## src/logic/spi_cmd_pkg.sv

```systemverilog
package spi_cmd_pkg;

  // one frame command with the write flag in bit 11, the register in 10:8 and the data in 7:0
  typedef logic [11:0] spi_cmd_t;
  typedef logic [7:0]  spi_data_t;
  typedef logic [2:0]  spi_addr_t;

  // half-period of sclk in clk cycles where 0 behaves like 1
  typedef logic [7:0]  sclk_div_t;
  typedef logic [7:0]  apb_addr_t;

  typedef enum logic [2:0] {
    IDLE,
    SHIFT_CMD,
    GAP,
    SHIFT_READ,
    DONE
  } engine_state_t;

  localparam apb_addr_t REG_CMD    = 8'h00;
  localparam apb_addr_t REG_STATUS = 8'h04;
  localparam apb_addr_t REG_RDATA  = 8'h08;
  localparam apb_addr_t REG_DIV    = 8'h0C;

  // bit counts of the three kinds of chip-select window
  localparam int WRITE_BITS = 12;
  localparam int ADDR_BITS  = 4;
  localparam int READ_BITS  = 8;

endpackage

```

## src/logic/spi_cmd_if.sv

```systemverilog
interface spi_cmd_if;
  import spi_cmd_pkg::*;

  spi_cmd_t  cmd;
  logic      cmd_vld;
  logic      cmd_rdy;
  spi_data_t rd_data;
  logic      rd_vld;

  modport host (
    output cmd,
    output cmd_vld,
    input  cmd_rdy,
    input  rd_data,
    input  rd_vld
  );

  modport engine (
    input  cmd,
    input  cmd_vld,
    output cmd_rdy,
    output rd_data,
    output rd_vld
  );

endinterface

```

## src/logic/spi_apb_regs.sv

```systemverilog
module spi_apb_regs #(
  parameter spi_cmd_pkg::sclk_div_t DIV_RESET = 8'd4
) (
  input  logic                   clk,
  input  logic                   rst_n,
  input  spi_cmd_pkg::apb_addr_t paddr,
  input  logic                   psel,
  input  logic                   penable,
  input  logic                   pwrite,
  input  logic [31:0]            pwdata,
  output logic [31:0]            prdata,
  output logic                   pready,
  output logic                   pslverr,
  spi_cmd_if.host                cmd_bus,
  output spi_cmd_pkg::sclk_div_t div
);
  import spi_cmd_pkg::*;

  logic      wr_en;
  logic      rd_en;
  logic      cmd_wr;
  logic      cmd_accept;
  logic      cmd_vld;
  logic      busy;
  logic      rd_valid;
  logic      rdy_q;
  logic      done;
  spi_cmd_t  cmd_reg;
  spi_data_t rdata_reg;
  sclk_div_t div_reg;

  // with no wait states every access completes in its access phase
  assign pready = 1'b1;

  assign wr_en      = psel && penable && pwrite;
  assign rd_en      = psel && penable && !pwrite;
  assign cmd_wr     = wr_en && (paddr == REG_CMD);
  assign cmd_accept = cmd_wr && !busy;

  // a command written while the engine still works is dropped
  assign pslverr = cmd_wr && busy;

  // the engine raises cmd_rdy again only in its DONE cycle
  assign done = cmd_bus.rd_vld || (cmd_bus.cmd_rdy && !rdy_q);

  assign cmd_bus.cmd     = cmd_reg;
  assign cmd_bus.cmd_vld = cmd_vld;
  assign div             = div_reg;

  always_ff @(posedge clk or negedge rst_n)
  begin
    if (!rst_n)
    begin
      cmd_vld   <= 1'b0;
      busy      <= 1'b0;
      rd_valid  <= 1'b0;
      rdy_q     <= 1'b1;
      rdata_reg <= '0;
      div_reg   <= DIV_RESET;
    end
    else
    begin
      rdy_q <= cmd_bus.cmd_rdy;

      if (cmd_accept)
        cmd_vld <= 1'b1;
      else if (cmd_bus.cmd_rdy)
        cmd_vld <= 1'b0;

      if (cmd_accept)
        busy <= 1'b1;
      else if (done)
        busy <= 1'b0;

      // new read data wins over a clearing read in the same cycle
      if (cmd_bus.rd_vld)
      begin
        rd_valid  <= 1'b1;
        rdata_reg <= cmd_bus.rd_data;
      end
      else if (rd_en && (paddr == REG_RDATA))
      begin
        rd_valid <= 1'b0;
      end

      if (wr_en && (paddr == REG_DIV))
        div_reg <= pwdata[7:0];
    end
  end

  always_ff @(posedge clk)
  begin
    if (cmd_accept)
      cmd_reg <= pwdata[11:0];
  end

  always_comb
  begin
    prdata = '0;
    case (paddr)
      REG_CMD:
      begin
        prdata = 32'(cmd_reg);
      end
      REG_STATUS:
      begin
        prdata = {30'd0, rd_valid, busy};
      end
      REG_RDATA:
      begin
        prdata = 32'(rdata_reg);
      end
      REG_DIV:
      begin
        prdata = 32'(div_reg);
      end
      default:
      begin
        prdata = '0;
      end
    endcase
  end

endmodule

```

## src/logic/spi_cmd_engine.sv

```systemverilog
module spi_cmd_engine #(
  parameter int GAP_CLKS = 16
) (
  input  logic      clk,
  input  logic      rst_n,
  spi_cmd_if.engine cmd_bus,
  input  logic      rise,
  input  logic      fall,
  output logic      run,
  output logic      cs_n,
  output logic      mosi,
  input  logic      miso
);
  import spi_cmd_pkg::*;

  localparam int GAP_W = $clog2(GAP_CLKS + 1);

  engine_state_t    state;
  spi_cmd_t         tx_shift;
  spi_data_t        rx_shift;
  logic             is_write;
  logic [3:0]       bit_cnt;
  logic [3:0]       cmd_len;
  logic [GAP_W-1:0] gap_cnt;
  logic             accept;

  // DONE also takes a command so back-to-back frames lose no cycle
  assign cmd_bus.cmd_rdy = (state == IDLE) || (state == DONE);
  assign accept          = cmd_bus.cmd_vld && cmd_bus.cmd_rdy;

  // sclk only runs while a chip-select window is open
  assign run = (state == SHIFT_CMD) || (state == SHIFT_READ);

  // a read sends only the flag and the register address
  assign cmd_len = is_write ? 4'(WRITE_BITS) : 4'(ADDR_BITS);

  assign cmd_bus.rd_data = rx_shift;

  always_ff @(posedge clk or negedge rst_n)
  begin
    if (!rst_n)
    begin
      state          <= IDLE;
      cs_n           <= 1'b1;
      mosi           <= 1'b0;
      is_write       <= 1'b0;
      bit_cnt        <= '0;
      gap_cnt        <= '0;
      cmd_bus.rd_vld <= 1'b0;
    end
    else
    begin
      cmd_bus.rd_vld <= 1'b0;

      case (state)
        IDLE, DONE:
        begin
          if (accept)
          begin
            // the first bit is on mosi a full half-period before the first rise
            state    <= SHIFT_CMD;
            cs_n     <= 1'b0;
            mosi     <= cmd_bus.cmd[11];
            is_write <= cmd_bus.cmd[11];
            bit_cnt  <= '0;
          end
          else
          begin
            state <= IDLE;
          end
        end

        SHIFT_CMD:
        begin
          if (rise)
            bit_cnt <= bit_cnt + 1'b1;

          if (fall)
          begin
            if (bit_cnt == cmd_len)
            begin
              // chip select closes together with the last falling edge
              cs_n    <= 1'b1;
              mosi    <= 1'b0;
              bit_cnt <= '0;
              gap_cnt <= '0;
              state   <= is_write ? DONE : GAP;
            end
            else
            begin
              mosi <= tx_shift[11];
            end
          end
        end

        GAP:
        begin
          if (gap_cnt == GAP_W'(GAP_CLKS - 1))
          begin
            cs_n  <= 1'b0;
            state <= SHIFT_READ;
          end
          else
          begin
            gap_cnt <= gap_cnt + 1'b1;
          end
        end

        SHIFT_READ:
        begin
          if (rise)
            bit_cnt <= bit_cnt + 1'b1;

          // the last bit was sampled on the rise before this fall
          if (fall && (bit_cnt == 4'(READ_BITS)))
          begin
            cs_n           <= 1'b1;
            cmd_bus.rd_vld <= 1'b1;
            state          <= DONE;
          end
        end

        default:
        begin
          state <= IDLE;
          cs_n  <= 1'b1;
          mosi  <= 1'b0;
        end
      endcase
    end
  end

  always_ff @(posedge clk)
  begin
    // tx_shift holds the bits still to go with the MSB next
    if (accept)
      tx_shift <= {cmd_bus.cmd[10:0], 1'b0};
    else if ((state == SHIFT_CMD) && fall)
      tx_shift <= {tx_shift[10:0], 1'b0};

    if ((state == SHIFT_READ) && rise)
      rx_shift <= {rx_shift[6:0], miso};
  end

endmodule

```

## src/logic/spi_master_top.sv

```systemverilog
module spi_master_top #(
  parameter int                     GAP_CLKS  = 16,
  parameter spi_cmd_pkg::sclk_div_t DIV_RESET = 8'd4
) (
  input  logic                   clk,
  input  logic                   rst_n,
  input  spi_cmd_pkg::apb_addr_t paddr,
  input  logic                   psel,
  input  logic                   penable,
  input  logic                   pwrite,
  input  logic [31:0]            pwdata,
  output logic [31:0]            prdata,
  output logic                   pready,
  output logic                   pslverr,
  output logic                   sclk,
  output logic                   cs_n,
  output logic                   mosi,
  input  logic                   miso
);
  import spi_cmd_pkg::*;

  sclk_div_t div;
  logic      run;
  logic      rise;
  logic      fall;

  spi_cmd_if cmd_bus ();

  spi_apb_regs #(
    .DIV_RESET (DIV_RESET)
  ) u_regs (
    .clk     (clk),
    .rst_n   (rst_n),
    .paddr   (paddr),
    .psel    (psel),
    .penable (penable),
    .pwrite  (pwrite),
    .pwdata  (pwdata),
    .prdata  (prdata),
    .pready  (pready),
    .pslverr (pslverr),
    .cmd_bus (cmd_bus.host),
    .div     (div)
  );

  spi_sclk_gen u_sclk_gen (
    .clk   (clk),
    .rst_n (rst_n),
    .div   (div),
    .run   (run),
    .sclk  (sclk),
    .rise  (rise),
    .fall  (fall)
  );

  spi_cmd_engine #(
    .GAP_CLKS (GAP_CLKS)
  ) u_engine (
    .clk     (clk),
    .rst_n   (rst_n),
    .cmd_bus (cmd_bus.engine),
    .rise    (rise),
    .fall    (fall),
    .run     (run),
    .cs_n    (cs_n),
    .mosi    (mosi),
    .miso    (miso)
  );

endmodule

```

## src/logic/spi_sclk_gen.sv

```systemverilog
module spi_sclk_gen (
  input  logic                   clk,
  input  logic                   rst_n,
  input  spi_cmd_pkg::sclk_div_t div,
  input  logic                   run,
  output logic                   sclk,
  output logic                   rise,
  output logic                   fall
);
  import spi_cmd_pkg::*;

  sclk_div_t half;
  sclk_div_t cnt;
  logic      last;

  assign half = (div == '0) ? sclk_div_t'(1) : div;

  // the compare is open upwards so a smaller divider written mid-count
  // cannot make the counter run around
  assign last = run && (cnt >= half - 1'b1);

  // strobes mark the clk edge at which sclk toggles
  assign rise = last && !sclk;
  assign fall = last && sclk;

  always_ff @(posedge clk or negedge rst_n)
  begin
    if (!rst_n)
    begin
      cnt  <= '0;
      sclk <= 1'b0;
    end
    else if (!run)
    begin
      // idle keeps sclk low and restarts the next burst with a full half-period
      cnt  <= '0;
      sclk <= 1'b0;
    end
    else if (last)
    begin
      cnt  <= '0;
      sclk <= !sclk;
    end
    else
    begin
      cnt <= cnt + 1'b1;
    end
  end

endmodule

```

## config.mk

```make
export PLATFORM = sky130hd
export DESIGN_NAME = spi_master_top
export DESIGN_NICKNAME = d
export VERILOG_FILES = /design/src/logic/spi_cmd_pkg.sv /design/src/logic/spi_cmd_if.sv /design/src/logic/spi_apb_regs.sv /design/src/logic/spi_cmd_engine.sv /design/src/logic/spi_master_top.sv /design/src/logic/spi_sclk_gen.sv
export SDC_FILE = /design/constraint.sdc
export NUM_CORES = 1
export LEC_CHECK = 0
export BUFFER_PORTS_ARGS = -buffer_cell sky130_fd_sc_hd__buf_2
export CAP_MARGIN = 20
export CORE_MARGIN = 10
export CORE_UTILIZATION = 35
export CTS_CLUSTER_DIAMETER = 100
export DETAILED_ROUTE_END_ITERATION = 16
export MAX_ROUTING_LAYER = met4
export PLACE_DENSITY = 0.57
export SLEW_MARGIN = 10
export SYNTH_ARGS = -nofsm -noshare
export SYNTH_HDL_FRONTEND = slang
export SYNTH_SLANG_ARGS = --single-unit
```

## constraint.sdc

```tcl
create_clock -name clk -period 4.2 [get_ports clk]
set_input_delay 0.21 -clock clk [delete_from_list [all_inputs] [get_ports clk]]
set_output_delay 0.21 -clock clk [all_outputs]
set_load 0.05 [all_outputs]
```

==> metrics.md <==
| Metric | Value |
|---|---|
| Number of placement rows | 38 |
| Critical path required time | about 4.2 ns |
| IO buf count | ~40 |
| Drt total wl | 8930 um |
| Die ar. | 15900 um^2 |
| Count of final setup violators | 0 |
| Largest net degree at the start of global routing | 46 |
| Crit-path max FO | 8 |
| Async set-reset flop share out of synthesis | 59.2% |
| Unrepaired setup endpoints after global routing | no |
| Io pins | 83 |
| Max reg flops | 12 |
| Ant. Diodes | 0 |
| Worst path top cell family by delay | simple AND/OR/NAND/NOR gates |
| Critical path buffers and inverters | 1 |
| Core area | ~11000 um^2 |
| Library cells used by synthesis | between 50 and 60 |
| Pwr/cell area | 482 nW/um^2 |
| GRT overflow | 0 |
| Commonest non-fill, non-tap cells in the layout | dfrtp_1, buf_2, mux2_2, edfxtp_1, nor2_1 |
| Commonest non-fill, non-tap cell in the layout | dfrtp_1 |
| Layout cells sized above 1 | around 28% |
| Fin Clk Skew | 0.00762 ns |
| Pre-antenna DRT Iters | 4 |
| Longest Clk Path Bufs | 2 |
| Hold WC Path Type | in2reg |
| Setup TNS | 0 ns |
| Ys flop type | dfrtp_1 |
| Die height | around 130 um |
| Via/cell ratio | 5.10 |
| Cell area after synthesis | around 3900 um^2 |
| Number of synthesized flops with an enable pin | 31 |
| GP Congestion | 0.873 |
| Hold Worst Slack | a little under 0.05 ns |
| Gr usage total | 11.6% |
| Mapped Cells | about 350 |
| Crit-path slowest cell | or4_1 |
| Element type at the critical path start | flip-flop |
| Vias after detailed routing | 2729 |
| Area after DPL | between 4000 and 5000 um^2 |
| Synth-to-Final Area Change | 15.4% |
| Critical Path Max Stage Delay | 0.56 ns |
| Initial core utilization | roughly 36% |
| Drt first-iter violations | 159 |
| Avg Cell Area, Syn | 11.4 um^2 |
| Max Freq | 0.263 GHz |
| Vias in the first global route | ~2700 |
| Clock root cell | clkbuf_16 |
| First-pass GRT wire length | 14500 um |
| Clock period minus worst slack | 3.80 ns |
| Seq. cell area | 2060 um^2 |
| Post-DRT Antenna Nets | 0 |
| Clk sink count | between 70 and 80 |
| Nets@finish | 450 |
| Number of remaining DRC errors | 0 |
| Routed WL per cell | 16.7 um |
| CTS Buf Count | 9 |
| CP Capture Type | flip-flop |
| Max-cap violations | 0 |
| Tcrit/Tclk final | 90.4% |
| Critical Path AT | ~3.8 ns |
| Max Transition Viols Final | 0 |
| # resized after CTS | 0 |
| Yosys warning count | 0 |
| Rel. slew slack | a little under half |
| Detail Placement HPWL | 6550 um |
| Number of synthesized register bits | 76 |
| Sequential-to-total area share from yosys stat | 52.4% |
| Worst slew pin tran | 0.806 ns |
| Leakage dissipation | 1.96 nW |
| Initial antenna violation count | 0 |
| Final Cell Area | 4540 um^2 |
| Worst skew pair latency | 0.34 ns |
| Status | complete, no violations |
| Final Hold Fails | 0 |
| Peak supply drop | 197 uV |
| Die width | 126 um |
| Area occupied by multi-input gates | 1700 um^2 |
| Fill count | 1048 |
| TritonCTS clock tree | yes |
| CP Class | reg2reg |
| H-tree depth | 3 |
| Worst-path clk slew | 0.07 ns |
| Crit path cell chain | or4_1, or3_4, nor2_1, nor2_1, ha_1, nand2b_1, nor4_1, xnor2_1, ha_1, nand2_1, o21ai_0, nand2_1, a21boi_0, buf_4 |
[path summary, 6_finish.rpt]
check | startpoint | slack (ns) | end | depth (start not counted)
worst max register to register | u_regs.div[6] | 0.40 | u_engine.cmd_bus.rd_data[3] | 14
worst min register to register | u_engine.cmd_bus.rd_data[0] | 0.45 | u_engine.cmd_bus.rd_data[1] | 0
max in group asynchronous | rst_n | 3.32 | u_regs.div[2] | 3
min in group asynchronous | rst_n | 0.31 | u_engine.bit_cnt[3] | 2
worst min-delay path | miso | 0.05 | u_engine.cmd_bus.rd_data[0] | 1
worst max-delay path | u_regs.div[6] | 0.40 | u_engine.cmd_bus.rd_data[3] | 14
[cell families (layout without fill, tap and decap cells)]
kind of cell | count (synthesis) | count (layout) | share of synthesized area (%)
adder cells (fa/ha/maj) | 14 | 14 | 4.45
XOR/XNOR | 12 | 12 | 2.67
buffers and inverters | 45 | 76 | 6.45
multiplexers | 37 | 37 | 11.1
other | 2 | 21 | 0.191
AND/OR/NAND/NOR | 106 | 106 | 13.5
AO/OA/AOI/OAI | 53 | 53 | 9.22
flip-flops | 76 | 76 | 52.4
[worst register-to-register path, stage by stage (launching register included)]
cell and delay [ns]:
dfrtp_1 0.44, or4_1 0.56, or3_4 0.35, nor2_1 0.09, nor2_1 0.07, ha_1 0.22, nand2b_1 0.10, nor4_1 0.06
xnor2_1 0.14, ha_1 0.29, nand2_1 0.08, o21ai_0 0.44, nand2_1 0.22, a21boi_0 0.23, buf_4 0.21
[synth_stat cells, types with 2 or more instances]
cell / instances / share of area, %
a21boi_0: 2 / 0.38
mux4_2: 2 / 1.1
o21ai_0: 7 / 0.89
o211ai_1: 3 / 0.57
a21o_1: 2 / 0.38
o21a_1: 2 / 0.38
nand4_1: 3 / 0.48
nand2_2: 2 / 0.32
a211oi_1: 2 / 0.38
clkbuf_1: 6 / 0.57
dfrtp_1: 42 / 27
a31oi_1: 3 / 0.48
mux2_2: 33 / 9.4
nor2_1: 29 / 2.8
nor4_1: 2 / 0.32
o22ai_1: 5 / 0.79
nand2b_1: 7 / 1.1
xnor2_1: 5 / 1.1
ha_1: 14 / 4.5
and3_1: 10 / 1.6
nand3_1: 11 / 1.4
buf_2: 4 / 0.51
conb_1: 2 / 0.19
xor2_1: 7 / 1.6
buf_4: 21 / 4.0
nor3_1: 12 / 1.5
mux2i_1: 2 / 0.51
and2_1: 2 / 0.32
a21oi_1: 11 / 1.4
edfxtp_1: 31 / 24
dfstp_2: 3 / 2.0
or4_1: 2 / 0.38
inv_1: 13 / 1.2
a22oi_1: 6 / 1.1
nand2_1: 18 / 1.7
nor2b_1: 2 / 0.32
[metal layers]
| metal | part of all wire [%] | global-route usage, % |
|---|---|---|
| met3 | 4.7 | 2.77 |
| met5 | 0 | - |
| met4 | 2.1 | 5.29 |
| met2 | 47 | 17.6 |
| met1 | 46 | 14.3 |
[through the flow]
step	utilization (%)	setup WS, ns	power (W)	cells
after floorplan	-	0.134	0.00132	364
after global placement	38.5	0.477	0.00142	516
after detailed placement	38.6	0.414	0.00144	517
after CTS	41.2	0.405	0.00220	533
after global routing	41.5	0.0904	0.00230	535
final	41.5	0.402	0.00219	535
[layout make-up]
cell class,instances,share of cell area [%]
clock buffers,9,4.96
clock inverters,7,1.43
inverters,13,1.07
multi-input cells,243,37.4
flip-flops and latches,76,45.4
well taps,140,3.86
repair buffers,47,5.92
[what timing repair did]
item,4_1_cts,5_1_grt
hold buffers,0,1
setup buffers,0,0
endpoints found under the hold margin,0,11
[power by group]
part / total, W / leakage [nW] / switching (W) / internal [W]
clock network: 0.000756 / 0.140 / 0.000341 / 0.000415
logic: 0.000496 / 0.939 / 0.000332 / 0.000164
registers: 0.000936 / 0.878 / 0.0000928 / 0.000843
total: 0.00219 / 1.96 / 0.000765 / 0.00142
Note: power is estimated with default switching activity, not from simulation.
